### config.mk
export PLATFORM = sky130hd
export DESIGN_NAME = dcache_miss_ctrl
export DESIGN_NICKNAME = d
export VERILOG_FILES = /design/src/hw/dcache_pkg.sv /design/src/hw/dcache_miss_ctrl.sv
export SDC_FILE = /design/constraint.sdc
export NUM_CORES = 1
export LEC_CHECK = 0
export ABC_AREA = 0
export BUFFER_PORTS_ARGS = -buffer_cell sky130_fd_sc_hd__buf_2
export CAP_MARGIN = 20
export CORE_AREA = 2 2 150 152
export CTS_CLUSTER_SIZE = 30
export DETAILED_ROUTE_END_ITERATION = 16
export DIE_AREA = 0 0 152 154
export GPL_TIMING_DRIVEN = 0
export PLACE_DENSITY = 0.59
export SKIP_LAST_GASP = 1
export SLEW_MARGIN = 20
export SYNTH_ARGS = -nofsm -noshare
export SYNTH_HDL_FRONTEND = slang
export SYNTH_SLANG_ARGS = --single-unit
### constraint.sdc
create_clock -name clk -period 2.8 [get_ports clk]
set_clock_uncertainty 0.1 [all_clocks]
set_input_delay 0.28 -clock clk [delete_from_list [all_inputs] [get_ports clk]]
set_output_delay 0.28 -clock clk [all_outputs]
set_load 0.02 [all_outputs]
### src/hw/dcache_pkg.sv
`default_nettype none

package dcache_pkg;

	// a cpu byte address holds tag, then index, then word offset, then byte bits
	localparam int ADDR_W     = 32;
	localparam int DATA_W     = 32;
	localparam int BE_W       = DATA_W / 8;
	localparam int BYTE_W     = 2;
	localparam int OFFSET_W   = 4;
	localparam int INDEX_W    = 6;
	localparam int TAG_W      = ADDR_W - INDEX_W - OFFSET_W - BYTE_W;
	localparam int WAY_W      = 1;
	localparam int NUM_WAYS   = 1 << WAY_W;
	localparam int NUM_SETS   = 1 << INDEX_W;
	localparam int LINE_WORDS = 1 << OFFSET_W;

	// every burst is INCR with 16 beats of 4 bytes and all strobes set
	// len, size, burst, id and strobe are therefore not driven as ports

	typedef logic [ADDR_W-1:0]   addr_t;
	typedef logic [DATA_W-1:0]   word_t;
	typedef logic [BE_W-1:0]     be_t;
	typedef logic [TAG_W-1:0]    tag_t;
	typedef logic [INDEX_W-1:0]  index_t;
	typedef logic [OFFSET_W-1:0] offset_t;
	typedef logic [WAY_W-1:0]    way_t;

	typedef enum logic [2:0] {
		ST_IDLE,
		ST_HIT,
		ST_WB_ADDR,
		ST_WB_DATA,
		ST_WB_RESP,
		ST_RF_ADDR,
		ST_RF_DATA
	} ctrl_state_t;

	function automatic tag_t addr_tag(addr_t a);
		return a[BYTE_W+OFFSET_W+INDEX_W +: TAG_W];
	endfunction

	function automatic index_t addr_index(addr_t a);
		return a[BYTE_W+OFFSET_W +: INDEX_W];
	endfunction

	function automatic offset_t addr_offset(addr_t a);
		return a[BYTE_W +: OFFSET_W];
	endfunction

	// burst start address, always at word 0 of the line
	function automatic addr_t line_addr(tag_t tag, index_t index);
		return {tag, index, {(OFFSET_W + BYTE_W){1'b0}}};
	endfunction

endpackage

`default_nettype wire
### src/hw/dcache_miss_ctrl.sv
`timescale 1ns/1ns
`default_nettype none

module dcache_miss_ctrl
	import dcache_pkg::*;
(
	input  logic    clk,
	input  logic    rst_n,
	input  logic    cpu_re,
	input  logic    cpu_we,
	input  addr_t   cpu_addr,
	input  be_t     cpu_be,
	input  word_t   cpu_wdata,
	output logic    cpu_stall,
	output logic    cpu_rdata_valid,
	input  logic    hit,
	input  way_t    hit_way,
	input  way_t    victim_way,
	input  tag_t    victim_tag,
	input  logic    victim_dirty,
	output tag_t    lookup_tag,
	output index_t  lookup_index,
	output logic    fill_en,
	output tag_t    fill_tag,
	output way_t    fill_way,
	output logic    dirty_set,
	output logic    dirty_clear,
	output logic    touch,
	output way_t    touch_way,
	output way_t    rd_way,
	output index_t  rd_index,
	output offset_t rd_offset,
	input  word_t   rd_data,
	output logic    wr_en,
	output way_t    wr_way,
	output index_t  wr_index,
	output offset_t wr_offset,
	output be_t     wr_be,
	output word_t   wr_data,
	output addr_t   araddr,
	output logic    arvalid,
	input  logic    arready,
	input  word_t   rdata,
	input  logic    rvalid,
	input  logic    rlast,
	output logic    rready,
	output addr_t   awaddr,
	output logic    awvalid,
	input  logic    awready,
	output word_t   wdata,
	output logic    wvalid,
	output logic    wlast,
	input  logic    wready,
	input  logic    bvalid
);
	ctrl_state_t state;
	offset_t     beat;
	addr_t       req_addr;
	logic        req_we;
	be_t         req_be;
	word_t       req_wdata;
	way_t        vict_way;
	tag_t        vict_tag;
	logic        cpu_req;
	logic        beat_last;
	logic        w_xfer;
	logic        r_xfer;

	assign cpu_req   = cpu_re | cpu_we;
	assign beat_last = (beat == offset_t'(LINE_WORDS - 1));
	assign w_xfer    = wvalid & wready;
	assign r_xfer    = rvalid & rready;

	assign cpu_stall       = !(state == ST_IDLE && (hit || !cpu_req));
	assign cpu_rdata_valid = (state == ST_HIT) && !req_we;

	// idle looks up the live request, every other state the captured one
	assign lookup_tag   = (state == ST_IDLE) ? addr_tag(cpu_addr) : addr_tag(req_addr);
	assign lookup_index = (state == ST_IDLE) ? addr_index(cpu_addr) : addr_index(req_addr);

	assign touch       = (state == ST_HIT);
	assign touch_way   = hit_way;
	assign dirty_set   = (state == ST_HIT) && req_we;
	assign dirty_clear = (state == ST_WB_RESP) && bvalid;
	assign fill_en     = (state == ST_RF_DATA) && r_xfer && rlast;
	assign fill_tag    = addr_tag(req_addr);
	assign fill_way    = vict_way;

	// hit reads in idle, victim beats during write-back
	assign rd_way    = (state == ST_IDLE) ? hit_way : vict_way;
	assign rd_index  = lookup_index;
	assign rd_offset = (state == ST_IDLE) ? addr_offset(cpu_addr) : beat;

	always_comb
	begin
		wr_en     = 1'b0;
		wr_way    = vict_way;
		wr_index  = addr_index(req_addr);
		wr_offset = beat;
		wr_be     = '1;
		wr_data   = rdata;
		if (state == ST_HIT)
		begin
			wr_en     = req_we;
			wr_way    = hit_way;
			wr_offset = addr_offset(req_addr);
			wr_be     = req_be;
			wr_data   = req_wdata;
		end
		else if (state == ST_RF_DATA)
			wr_en = r_xfer;
	end

	assign araddr = line_addr(addr_tag(req_addr), addr_index(req_addr));
	assign awaddr = line_addr(vict_tag, addr_index(req_addr));
	// held while the read address is held
	assign wdata  = rd_data;

	always_ff @(posedge clk)
	begin
		if (state == ST_IDLE)
		begin
			req_addr  <= cpu_addr;
			req_we    <= cpu_we;
			req_be    <= cpu_be;
			req_wdata <= cpu_wdata;
			vict_way  <= victim_way;
			vict_tag  <= victim_tag;
		end
	end

	always_ff @(posedge clk)
	begin
		if (!rst_n)
		begin
			state   <= ST_IDLE;
			beat    <= '0;
			arvalid <= 1'b0;
			rready  <= 1'b0;
			awvalid <= 1'b0;
			wvalid  <= 1'b0;
			wlast   <= 1'b0;
		end
		else
		begin
			case (state)
				ST_IDLE:
				begin
					beat <= '0;
					if (cpu_req && hit)
						state <= ST_HIT;
					else if (cpu_req && victim_dirty)
					begin
						state   <= ST_WB_ADDR;
						awvalid <= 1'b1;
					end
					else if (cpu_req)
					begin
						state   <= ST_RF_ADDR;
						arvalid <= 1'b1;
					end
				end
				ST_HIT:
					state <= ST_IDLE;
				ST_WB_ADDR:
				begin
					// beat 0 was read while aw waited
					if (awready)
					begin
						awvalid <= 1'b0;
						wvalid  <= 1'b1;
						state   <= ST_WB_DATA;
					end
				end
				ST_WB_DATA:
				begin
					if (w_xfer)
					begin
						wvalid <= 1'b0;
						wlast  <= 1'b0;
						beat   <= beat + 1'b1;
						if (beat_last)
							state <= ST_WB_RESP;
					end
					else if (!wvalid)
					begin
						wvalid <= 1'b1;
						wlast  <= beat_last;
					end
				end
				ST_WB_RESP:
				begin
					if (bvalid)
					begin
						state   <= ST_RF_ADDR;
						arvalid <= 1'b1;
					end
				end
				ST_RF_ADDR:
				begin
					if (arready)
					begin
						arvalid <= 1'b0;
						rready  <= 1'b1;
						beat    <= '0;
						state   <= ST_RF_DATA;
					end
				end
				ST_RF_DATA:
				begin
					if (r_xfer)
					begin
						beat <= beat + 1'b1;
						if (rlast)
						begin
							rready <= 1'b0;
							state  <= ST_IDLE;
						end
					end
				end
				default:
					state <= ST_IDLE;
			endcase
		end
	end

	a_arvalid_hold: assert property (@(posedge clk) disable iff (!rst_n)
		arvalid && !arready |=> arvalid);

	// memory must end the burst exactly on beat 16
	a_rlast_beat: assert property (@(posedge clk) disable iff (!rst_n)
		r_xfer |-> (rlast == beat_last));

	a_wlast_beat: assert property (@(posedge clk) disable iff (!rst_n)
		wlast |-> wvalid && beat_last);

endmodule

`default_nettype wire

Word-level counts from Yosys, hierarchy flattened
Cells that the tools add are included.
- register bits after elaboration: 102
- input port bits: 166
- output and inout bits: 214
- add/sub/neg operators: 1
- equal/unequal tests: 20
- muxes and demuxes: 44
- bitwise gates (word level): 3
- reduce and logical (&&, ||, !) cells: 25
- operator list (cell ; count):
    32-bit two-way mux ; 1
    3-bit two-way mux ; 10
    4-bit two-way mux ; 6
    20-bit two-way mux ; 1
    2-bit != test (second input constant) ; 10
    1-bit two-way mux ; 19
    3-bit case mux with 6 select lines ; 1
    4-bit case mux with 4 select lines ; 1
    4-bit AND reduction ; 3
    3-bit == test (second input constant) ; 3
    1-bit logical AND ; 8
    8-bit AND reduction ; 1
    3-bit by 2-bit == test with 1-bit output (second input constant) ; 2
    6-bit two-way mux ; 1
    1-bit case mux with 2 select lines ; 3
    6-bit AND reduction ; 1
    2-bit nonzero test ; 3
    4-bit by 1-bit adder with 4-bit output (second input constant) ; 1
    4-bit == test (second input constant) ; 1
    2-bit by 1-bit != test with 1-bit output (second input constant) ; 2
    4-bit by 2-bit != test with 1-bit output (second input constant) ; 1
    2-bit AND reduction ; 2
    4-bit nonzero test ; 1
    3-bit by 1-bit == test with 1-bit output (second input constant) ; 1
    7 further kinds ; 10

Depth between registers and ports, before layout
Gate-level depths: netlist (run 1).
- depth in word-level cells: 5
- gate-level depth with buffers: 7
- gate-level depth less buffers: 6

Worst setup path after synthesis (run 1)
OpenSTA, ideal clock, no wires.
- path kind: register to output
- start point: reg state[2]
- end point: out rd_index[2]
- arrival time: 2661 ps
- required time: 2420 ps
- path slack: -241 ps
- stages on the path, launching flop included: 6
- path buffers: 3
- path through: dfxtp_1 -> buf_6 -> nor3_4 -> buf_2 -> mux2_1 -> buf_4
- cells in the longest elaborated chain, start to end: 2
- ends and longest elaborated chain (element ; RTL line ; text):
    from (decl) ; dcache_miss_ctrl.sv:56 ; ctrl_state_t state;
    from (signal assigned) ; dcache_miss_ctrl.sv:136 ; state <= ST_IDLE;
    from (signal assigned) ; dcache_miss_ctrl.sv:151 ; state <= ST_HIT;
    from (signal assigned) ; dcache_miss_ctrl.sv:154 ; state <= ST_WB_ADDR;
    3-bit logical NOT ; dcache_miss_ctrl.sv:79 ; assign lookup_index = (state == ST_IDLE) ? addr_index(cpu_addr) : addr_index(req_addr);
    6-bit two-way mux ; dcache_miss_ctrl.sv:79 ;
    to (decl) ; dcache_miss_ctrl.sv:31 ; output index_t rd_index,
No other way between the ends.

Worst setup path in the final report (run 1)
- start point: reg state[1]
- end point: out wr_data[9]
- cells in the longest elaborated chain, start to end: 2
- ends and longest elaborated chain (element ; RTL line ; text):
    3-bit by 1-bit == test with 1-bit output ; dcache_miss_ctrl.sv:102 ; if (state == ST_HIT)
    32-bit two-way mux ; dcache_miss_ctrl.sv:102 ;
    to (decl) ; dcache_miss_ctrl.sv:39 ; output word_t wr_data,
No other way between the ends.

==> summary.md, run 1 <==
| Metric | Value |
|---|---|
| Status | finished clean |
| Vias per cell | 3.99 |
| Height of the die | 154 µm |
| Max Clock Freq | 390 MHz |
| Commonest cells in the netlist | buf_4, edfxtp_1, mux2_1 |
| Post-synthesis async set-or-reset flop share | 0% |
| CTS buffer count | 9 |
| Worst-path clk slew | 80 ps |
| Die W | 152 µm |
| Yosys warning total | 0 |
| Via count | 4400 |
| Synth-to-Final Area Change | 58.4% |
| Share of cells above drive strength 1 | 61.9% |
| Antenna Violating Nets Remaining | 0 |
| Largest family of logic cells by synthesized area | buffers and inverters |
| Sequential area share after synthesis | 55.2% |
| Io pins | 380 |
| Top_reg_cell synth | edfxtp_1 |
| Xor and xnor area share after synthesis | 0.168% |
| Routed length per instance | 14.8 µm |
| Switching Fraction | 42.9% |
| Synth area leaders | edfxtp_1, buf_4, mux2_1 |
| Mapped Cells | 395 |
| Crit path DAT | 2190 ps |
| Number of H-tree levels | 3 |
| Clk pwr share | 13.8% |
| Nets | 985 |
| RSZ-0062 raised after global routing | false |
| TritonCTS clock tree | yes |
| Post-Syn Area | 0.00522 mm² |
| Mux cell area share after synthesis | 15.5% |
| Post-Synth Simple-Gate Area | 6.28% |
| Clk buf depth | 2 |
| Initial antenna violation count | 1 |
| Crit Path Class | reg2out |
| First-pass GRT wire length | 24200 µm |
| Crit-path max FO | 10 |
| Min-Delay Path Depth | 1 |
| Worst Setup Start Kind | register |
| GRT Util Overall | 13.3% |
| Port Buffers | 332 |
| Most common cell in the netlist | buf_4 |
| Slew Limit Fails | 0 |
| CTS root buf | clkbuf_16 |
| Layout Cells excl Fill | 1103 |
| Comb pwr share | 56.0% |
| Hold Crit Endpoint | req_addr[24] |
| Tmin final | 2570 ps |
| WL final | 16400 µm |
| Max Cap Viol | 0 |
| Total gr overflow | 0 |
| Synth Area per Inst | 13.2 µm² |
| Power Density | 1080 mW/mm² |
| Pint | 5070 µW |
| Hold Vio Cnt, Final | 0 |
| Reg-to-reg endpoint | state[1] |
| Synth Area in Compound Gates | 4.08% |
| VDD IR-drop max | 0.518 mV |
| Post-detailed-placement half-perimeter wirelength | 12100 µm |
| Flops & latches, synth | 100 |
| Clock sinks | 100 |
| Post-synth cell types | 51 |
| Hold/Removal Path Class | in2reg |
| Core ar. | 0.0217 mm² |
| Placer congestion estimate | 0.834 |
| FF-to-FF path depth | 7 |
| Drt drc | 0 |
| Period utilization | 91.7% |
| Setup crit start | state[1] |
| Setup_tns | 0 ps |
| Skew-Pair Late Insertion Delay | 340 ps |
| Worst r2r src | state[1] |
| Setup-failing EPs final | 0 |
| Pleak | 0.00388 µW |
| Row count | 54 |
| Register-to-register setup slack | 970 ps |
| Vias in the first global route | 4217 |
| Endpoint class of the critical path | primary output |
| Worst Min Path Start | cpu_addr[24] |
| Post-synth EDFFs | 88 |
| Cells after DPL | 1018 |
| Share of the synthesized area in the top cell type | 50.6% |
| Drt initial violations | 237 |
| Share of power burned in registers | 30.2% |
| Largest net degree at the start of global routing | 50 |
| Area leader, netlist | edfxtp_1 |
| Net Sw Power | 3820 µW |
| Synth Area in Adders | 0.480% |
| Die ar. | 0.0234 mm² |
| Effective utilization at floorplan | 24.1% |
| Initial DRT Pass Iterations | 4 |
| CP Data Required Time | 2420 ps |
-- per-stage QoR --
| stage | hold WS, ps | area (µm²) | total power (µW) | util, % | worst slack [ps] |
|---|---|---|---|---|---|
| 2_1_floorplan | 279 | 5260 | 5920 | - | 221 |
| 3_5_place_dp | 358 | 7280 | 7510 | 33.6 | -166 |
| 3_3_place_gp | 357 | 7270 | 7480 | 33.5 | -442 |
| 5_1_grt | 0.233 | 8270 | 9390 | 38.1 | 55.2 |
| 6_report | 18.5 | 8270 | 8890 | 38.1 | 233 |
| 4_1_cts | 0.00819 | 8210 | 9010 | 37.8 | 139 |
-- state kept, by name (all words and copies together) (netlist names) --
signal,count
fill_way,1
awvalid,1
wvalid,1
vict_tag,20
beat,4
req_addr,30
req_be,4
wlast,1
req_we,1
req_wdata,32
arvalid,1
rready,1
state,3
-- layer usage --
metal	up-vias	track usage, %	share of wire [%]
li1	2137	-	-
met3	18	3.13	5.9
met1	2046	16.3	41
met4	0	4.36	1.7
met5	-	0	0
met2	199	22.9	51
-- critical path, stage by stage, from the launching register on --
cell and delay [ps]:
dfxtp_1 370, buf_6 170, nor3b_1 160, buf_2 310
buf_4 290, mux2_1 360, buf_2 180
-- power groups by stage --
stage / Sequential, µW / Combinational, µW / Clock [µW]
after floorplan: 2820 / 3100 / 0
after global placement: 2730 / 4750 / 0
after detailed placement: 2730 / 4780 / 0
after CTS: 2680 / 5050 / 1280
after global routing: 2750 / 5310 / 1340
final: 2690 / 4980 / 1220
-- how the worst max path moves through the flow --
stage,cells after the start,to
after floorplan,5,rd_index[2]
after CTS,6,wr_data[9]
final,6,wr_data[9]
after global routing,6,wr_data[9]
after global placement,6,rd_index[2]
after detailed placement,6,rd_index[2]
-- what timing repair did --
action,CTS,global route
setup buffers,3,0
hold buffers,58,6
hold endpoints to repair,58,6
resized for setup,3,0
endpoints found under the setup margin,13,0
-- cells in the final DEF (no fill, tap or decap), types with 9 or more instances in the layout --
cell type / instances
buf_2: 341
buf_4: 115
edfxtp_1: 88
dlygate4sd3_1: 64
mux2_1: 40
mux2_2: 27
nand2_1: 15
conb_1: 12
dfxtp_1: 12
clkbuf_16: 9
-- area by class of cell --
class / count / area, µm²
Timing Repair Buffer: 400 / 2360
Sequential cell: 100 / 2880
Fill cell: 2189 / 13400
Clock buffer: 9 / 225
Clock inverter: 7 / 57.6
Antenna cell: 1 / 2.50
Multi-Input combinational cell: 174 / 1430
Tap cell: 280 / 350
Inverter: 7 / 26.3
Buffer: 125 / 940
-- logic make-up (layout without fill, tap and decap cells) --
kind of cell,count (synthesis),in the layout
buffers and inverters,132,548
other,1,13
DFF,100,100
muxes,71,71
and+or+nand+nor,58,58
AOI/OAI and AO/OA,30,30
adders and majority gates,2,2
xor gates and xnor gates,1,1
No activity file was read; power rests on OpenSTA's default activity.
==> run 2: changes to the inputs <==
Settings changed: RECOVER_POWER from default to 100.
==> summary.md, run 2 (synthesis gave the netlist of run 1 again) <==
| Metric | Value |
|---|---|
| Status | finished clean (unchanged) |
| CTS root buf | clkbuf_16 (unchanged) |
| WL final | 16400 µm (about the same) |
| Most Crowded Layer GR | met2 (unchanged) |
| Met2 global-route usage | 22.9% (unchanged) |
| Slew headroom | 10.4% |
| CP top delay family | buffers and inverters (unchanged) |
| Hold Vio Cnt, Final | 0 (unchanged) |
| Row count | 54 (unchanged) |
| Net Sw Power | 3830 µW (was 3820 µW) |
| Max stage delay on crit path | 390 ps (was 370 ps) |
| Synth-to-Final Area Change | 53.7% (was 58.4%) |
| Share of power burned in registers | 31.4% (was 30.2%) |
| Slew Limit Fails | 0 (unchanged) |
| First-pass GRT wire length | 24200 µm (unchanged) |
| Post-detailed-placement half-perimeter wirelength | 12100 µm (unchanged) |
| Largest regs | req_wdata: 32 flops, req_addr: 30 flops, vict_tag: 20 flops (unchanged) |
| Skew-Pair Late Insertion Delay | 340 ps (about the same) |
| CTS buffer count | 9 (unchanged) |
| Drt initial violations | 197 (was 237) |
| Switching Fraction | 44.5% (was 42.9%) |
| CP Cell Sequence | buf_6 -> nor3_4 -> clkbuf_1 -> clkbuf_2 -> mux2_1 -> clkbuf_2 (was buf_6 -> nor3b_1 -> buf_2 -> buf_4 -> mux2_1 -> buf_2) |
| Initial antenna violation count | 1 (unchanged) |
| Most frequent cells in the layout | clkbuf_1, buf_2, buf_4 (was buf_2, buf_4, edfxtp_1) |
| Setup-failing EPs final | 0 (unchanged) |
| Commonest non-fill, non-tap cell in the layout | clkbuf_1 (was buf_2) |
| Worst r2r src | state[1] (unchanged) |
| Worst Setup Start Kind | register (unchanged) |
| Number of H-tree levels | 3 (unchanged) |
| Max Cap Viol | 0 (unchanged) |
| Final hold slack | 19.7 ps (was 18.5 ps) |
| VDD IR-drop max | 0.454 mV (was 0.518 mV) |
| GRT met1 Usage | 16.3% (unchanged) |
| Vias in the first global route | 4217 (unchanged) |
| Clk pwr share | 14.2% (was 13.8%) |
| Drt drc | 0 (unchanged) |
| CP most frequent cell | clkbuf_2 (was buf_2) |
| Antenna Violating Nets Remaining | 0 (unchanged) |
| Clock sinks | 100 (unchanged) |
| Power Density | 1070 mW/mm² (was 1080 mW/mm²) |
| Max Clock Freq | 376 MHz (was 390 MHz) |
| Number of fill cells in the layout | 2277 (was 2189) |
| Share of cells above drive strength 1 | 42.0% (was 61.9%) |
| Effective utilization at floorplan | 24.1% (unchanged) |
| Die W | 152 µm (unchanged) |
| Setup crit start | state[1] (unchanged) |
| Worst-Margin Slew | 1340 ps |
| Height of the die | 154 µm (unchanged) |
| Hold/Removal Path Class | in2reg (unchanged) |
| RSZ-0062 raised after global routing | false (unchanged) |
| Clk buf depth | 2 (unchanged) |
| Max reg flops | 32 (unchanged) |
| CP Data Required Time | 2420 ps (about the same) |
| Worst-path clk slew | 70 ps (was 80 ps) |
| TritonCTS clock tree | yes (unchanged) |
| Worst Min Path Start | victim_tag[14] (was cpu_addr[24]) |
| Pint | 4790 µW (was 5070 µW) |
| CP max stage cell | mux2_1 (was dfxtp_1) |
| M3 GR Usage | 3.13% (unchanged) |
| Via count | 4390 (was 4400) |
| Core ar. | 0.0217 mm² (unchanged) |
| Placer congestion estimate | 0.834 (unchanged) |
| Initial DRT Pass Iterations | 4 (unchanged) |
| Port Buffers | 332 (unchanged) |
| Period utilization | 94.9% (was 91.7%) |
| Endpoint class of the critical path | primary output (unchanged) |
| Tmin final | 2660 ps (was 2570 ps) |
| Routed length per instance | 14.8 µm (about the same) |
| Post-layout util | 37.0% (was 38.1%) |
| GRT Util Overall | 13.3% (unchanged) |
| Crit path DAT | 2280 ps (was 2190 ps) |
| Buf/Inv on CP | 4 (unchanged) |
| Crit Path Class | reg2out (unchanged) |
| Crit-path max FO | 10 (unchanged) |
| Comb pwr share | 54.4% (was 56.0%) |
| Total gr overflow | 0 (unchanged) |
| Pleak | 0.00340 µW (was 0.00388 µW) |
| Largest reg by FF count | req_wdata (unchanged) |
| Vias per cell | 3.98 (was 3.99) |
| Largest net degree at the start of global routing | 50 (unchanged) |
| Io pins | 380 (unchanged) |
| Die ar. | 0.0234 mm² (unchanged) |
| Nets | 985 (unchanged) |
## run 2: layout make-up
class	count	area, µm²	share of cell area (%)
flip-flops and latches	100	2880	35.9
repair buffers	400	2130	26.5
multi-input cells	174	1420	17.7
plain buffers	125	930	11.6
well taps	280	350	4.37
clock buffers	9	225	2.81
clock inverters	7	57.6	0.717
inverters	7	26.3	0.328
diodes	1	2.50	0.0312
## run 2: metrics by stage
step	power [µW]	std cells	setup slack, ps	TNS (ps)	instance area [µm²]
floorplan	5920	406	221	0	5260
CTS	9010	1096	139	0	8210
global route	9130	1103	31.4	0	8020
finish	8620	1103	143	0	8020
detailed placement	7510	1018	-166	-675	7280
global placement	7480	1018	-442	-3470	7270
## run 2: power groups by stage
stage | Combinational (µW) | Clock, µW | Sequential, µW
6_report | 4690 | 1220 | 2710
5_1_grt | 5030 | 1340 | 2770
4_1_cts | 5050 | 1280 | 2680
3_5_place_dp | 4780 | 0 | 2730
3_3_place_gp | 4750 | 0 | 2730
2_1_floorplan | 3100 | 0 | 2820
## run 2: worst paths after layout
path | to | slack [ps] | depth (start not counted)
max reg2reg | req_wdata[14] | 320 | 5
max | lookup_tag[6] | 140 | 6
min reg2reg | wlast | 380 | 2
min | vict_tag[14] | 20 | 1
## run 2: metal layers
| metal | wire [µm] | up-vias | share of wire [%] |
|---|---|---|---|
| met3 | 989 | 20 | 6.0 |
| met2 | 8320 | 195 | 51 |
| met1 | 6780 | 2031 | 41 |
| met5 | 0 | - | 0 |
| met4 | 293 | 0 | 1.8 |
| li1 | - | 2144 | - |
## run 2: timing repair
action                                  CTS  global route
hold endpoints to repair                 58             6
endpoints found under the setup margin   13             0
hold buffers                             58             6
resized for setup                         3             0
setup buffers                             3             0
## run 2: worst reg2reg max path, cell delays in order, from the launching register on
cell,delay [ps]
dfxtp_1,370
buf_6,170
nor3_4,130
buf_4,180
buf_4,150
clkbuf_2,1000
==> run 3: changes to the inputs <==
Settings changed: REMOVE_ABC_BUFFERS from default to 1.
==> summary.md, run 3 (synthesis gave the netlist of run 1 again) <==
| Metric | Value |
|---|---|
| Status | finished clean (unchanged) |
| CP max stage cell | dfxtp_4 (was mux2_1) |
| Placer congestion estimate | 0.813 (was 0.834) |
| Pleak | 0.00281 µW (was 0.00340 µW) |
| Worst Setup Start Kind | register (unchanged) |
| Power Density | 1140 mW/mm² (was 1070 mW/mm²) |
| Initial DRT Pass Iterations | 4 (unchanged) |
| Metal1 wirelength | 7300 µm (was 6780 µm) |
| Number of H-tree levels | 3 (unchanged) |
| CP most frequent cell | buf_4 (was clkbuf_2) |
| Endpoint class of the critical path | primary output (unchanged) |
| Antenna Violating Nets Remaining | 0 (unchanged) |
| GRT Util Overall | 17.6% (was 13.3%) |
| Drt initial violations | 221 (was 197) |
| Drt drc | 0 (unchanged) |
| Slew headroom | 48.9% (was 10.4%) |
| Max reg flops | 32 (unchanged) |
| Worst r2r src | state[2] (was state[1]) |
| Pint | 4460 µW (was 4790 µW) |
| Largest reg by FF count | req_wdata (unchanged) |
| Skew-Pair Late Insertion Delay | 360 ps (was 340 ps) |
| Tmin final | 2650 ps (was 2660 ps) |
| Row count | 54 (unchanged) |
| Nets | 853 (was 985) |
| Hold/Removal Path Class | in2reg (unchanged) |
| Die W | 152 µm (unchanged) |
| Setup_tns | 0 ps (unchanged) |
| Layout Cells excl Fill | 970 (was 1103) |
| Net Sw Power | 3840 µW (was 3830 µW) |
| Switching Fraction | 46.3% (was 44.5%) |
| Met3 WL | 3220 µm (was 989 µm) |
| Synth-to-Final Area Change | 39.1% (was 53.7%) |
| CTS root buf | clkbuf_16 (unchanged) |
| Clk pwr share | 16.1% (was 14.2%) |
| Max Cap Viol | 0 (unchanged) |
| Routed length on met2 | 10400 µm (was 8320 µm) |
| Worst-Margin Slew | 767 ps (was 1340 ps) |
| Post-detailed-placement half-perimeter wirelength | 17100 µm (was 12100 µm) |
| Crit path DAT | 2270 ps (was 2280 ps) |
| Diodes inserted | 0 (was 1) |
| Vias in the first global route | 4055 (was 4217) |
| Height of the die | 154 µm (unchanged) |
| Share of power burned in registers | 33.4% (was 31.4%) |
| Io pins | 380 (unchanged) |
| Crit Path Class | reg2out (unchanged) |
| Cells after DPL | 876 (was 1018) |
| First-pass GRT wire length | 29400 µm (was 24200 µm) |
| Initial antenna violation count | 1 (unchanged) |
| Slew Limit Fails | 0 (unchanged) |
| Share of cells above drive strength 1 | 28.1% (was 42.0%) |
| Vias per cell | 4.19 (was 3.98) |
| Routed length per instance | 22.0 µm (was 14.8 µm) |
| Via count | 4060 (was 4390) |
| Crit-path max FO | 23 (was 10) |
| Comb pwr share | 50.5% (was 54.4%) |
| Commonest non-fill, non-tap cell in the layout | clkbuf_1 (unchanged) |
| Period utilization | 94.7% (was 94.9%) |
| CP Cell Sequence | nor3b_4 -> buf_6 -> buf_4 -> buf_4 -> mux2_1 -> clkbuf_2 (was buf_6 -> nor3_4 -> clkbuf_1 -> clkbuf_2 -> mux2_1 -> clkbuf_2) |
| Largest net degree at the start of global routing | 24 (was 50) |
| Max Used Layer | met4 (unchanged) |
| Worst-path clk slew | 80 ps (was 70 ps) |
| Die ar. | 0.0234 mm² (unchanged) |
| CP Data Required Time | 2420 ps (about the same) |
| Port Buffers | 301 (was 332) |
| Max Clock Freq | 377 MHz (was 376 MHz) |
| TritonCTS clock tree | yes (unchanged) |
| Setup-failing EPs final | 0 (unchanged) |
| VDD IR-drop max | 0.534 mV (was 0.454 mV) |
| Post-layout util | 33.5% (was 37.0%) |
| CTS buffer count | 9 (unchanged) |
| Hold Vio Cnt, Final | 0 (unchanged) |
| Max stage delay on crit path | 430 ps (was 390 ps) |
| WL final | 21300 µm (was 16400 µm) |
| Clk buf depth | 2 (unchanged) |
| Clock sinks | 100 (unchanged) |
| RSZ-0062 raised after global routing | false (unchanged) |
| Largest regs | req_wdata: 32 flops, req_addr: 30 flops, vict_tag: 20 flops (unchanged) |
| Total gr overflow | 0 (unchanged) |
| Most frequent cells in the layout | clkbuf_1, buf_2, edfxtp_1 (was clkbuf_1, buf_2, buf_4) |
| Worst Min Path Start | cpu_wdata[7] (was victim_tag[14]) |
| Number of fill cells in the layout | 2286 (was 2277) |
| Setup crit start | state[1] (unchanged) |
| Core ar. | 0.0217 mm² (unchanged) |
| Effective utilization at floorplan | 24.1% (unchanged) |
## run 3: changes by cell type in the layout (fill, tap and decap cells not counted), moves of 4 or more
| cell | previous run | this run |
|---|---|---|
| buf_4 | 90 | 6 |
| buf_2 | 151 | 123 |
| clkbuf_4 | 22 | 0 |
| clkbuf_2 | 31 | 14 |
| dlygate4sd3_1 | 64 | 73 |
| mux2_1 | 40 | 48 |
| mux2_2 | 27 | 19 |
| clkbuf_1 | 162 | 169 |
| buf_8 | 0 | 4 |
| clkinv_8 | 0 | 4 |
## run 3: area by class of cell
| class | instances | area [µm²] | area share [%] |
|---|---|---|---|
| timing repair buffer | 393 | 2230 | 30.8 |
| sequential | 100 | 2890 | 39.9 |
| clock buffer | 9 | 225 | 3.10 |
| clock inverter | 7 | 96.3 | 1.33 |
| inverter | 7 | 26.3 | 0.362 |
| tap | 280 | 350 | 4.83 |
| multi-input combinational | 174 | 1430 | 19.7 |
## run 3: power by group through the flow
stage          clock [µW]  combinational (µW)  sequential [µW]
3_3_place_gp            0                2800             2460
4_1_cts              1390                4500             2760
5_1_grt              1440                4460             2850
3_5_place_dp            0                4370             2780
2_1_floorplan           0                1770             3240
6_report             1340                4190             2770
## run 3: repair_timing
action	CTS	global route
endpoints found under the hold margin	70	3
gates cloned	0	0
pin swaps	2	0
buffers inserted	3	2
endpoints found under the setup margin	62	5
hold buffers	70	3
gates resized for setup	5	3
## run 3: path summary, 6_finish.rpt
check,endpoint,slack [ps],cells past startpoint
max,wr_data[3],150,6
min,req_wdata[7],20,1
max reg2reg,req_wdata[28],260,5
min reg2reg,wlast,390,2
## run 3: critical path: cells and delay by family (launching register included)
kind / cells / cell delay (ps)
flops: 1 / 430
simple gates: 1 / 290
mux: 1 / 340
buf+inv: 4 / 830
## run 3: layer usage
metal	GRT usage (%)	vias to the layer above
li1	-	1875
met1	17.1	1911
met2	29.7	251
met3	12.9	23
met4	5.07	0
met5	0	-
## run 3: through the flow
step	hold WS [ps]	worst slack (ps)	power [µW]	instance area, µm²
after floorplan	279	-2790	5010	4340
after global placement	357	-5410	5260	6190
after detailed placement	358	-150	7140	6390
after CTS	0.376	57.5	8660	7450
after global routing	1.25	34.7	8750	7260
final	17.1	148	8300	7260
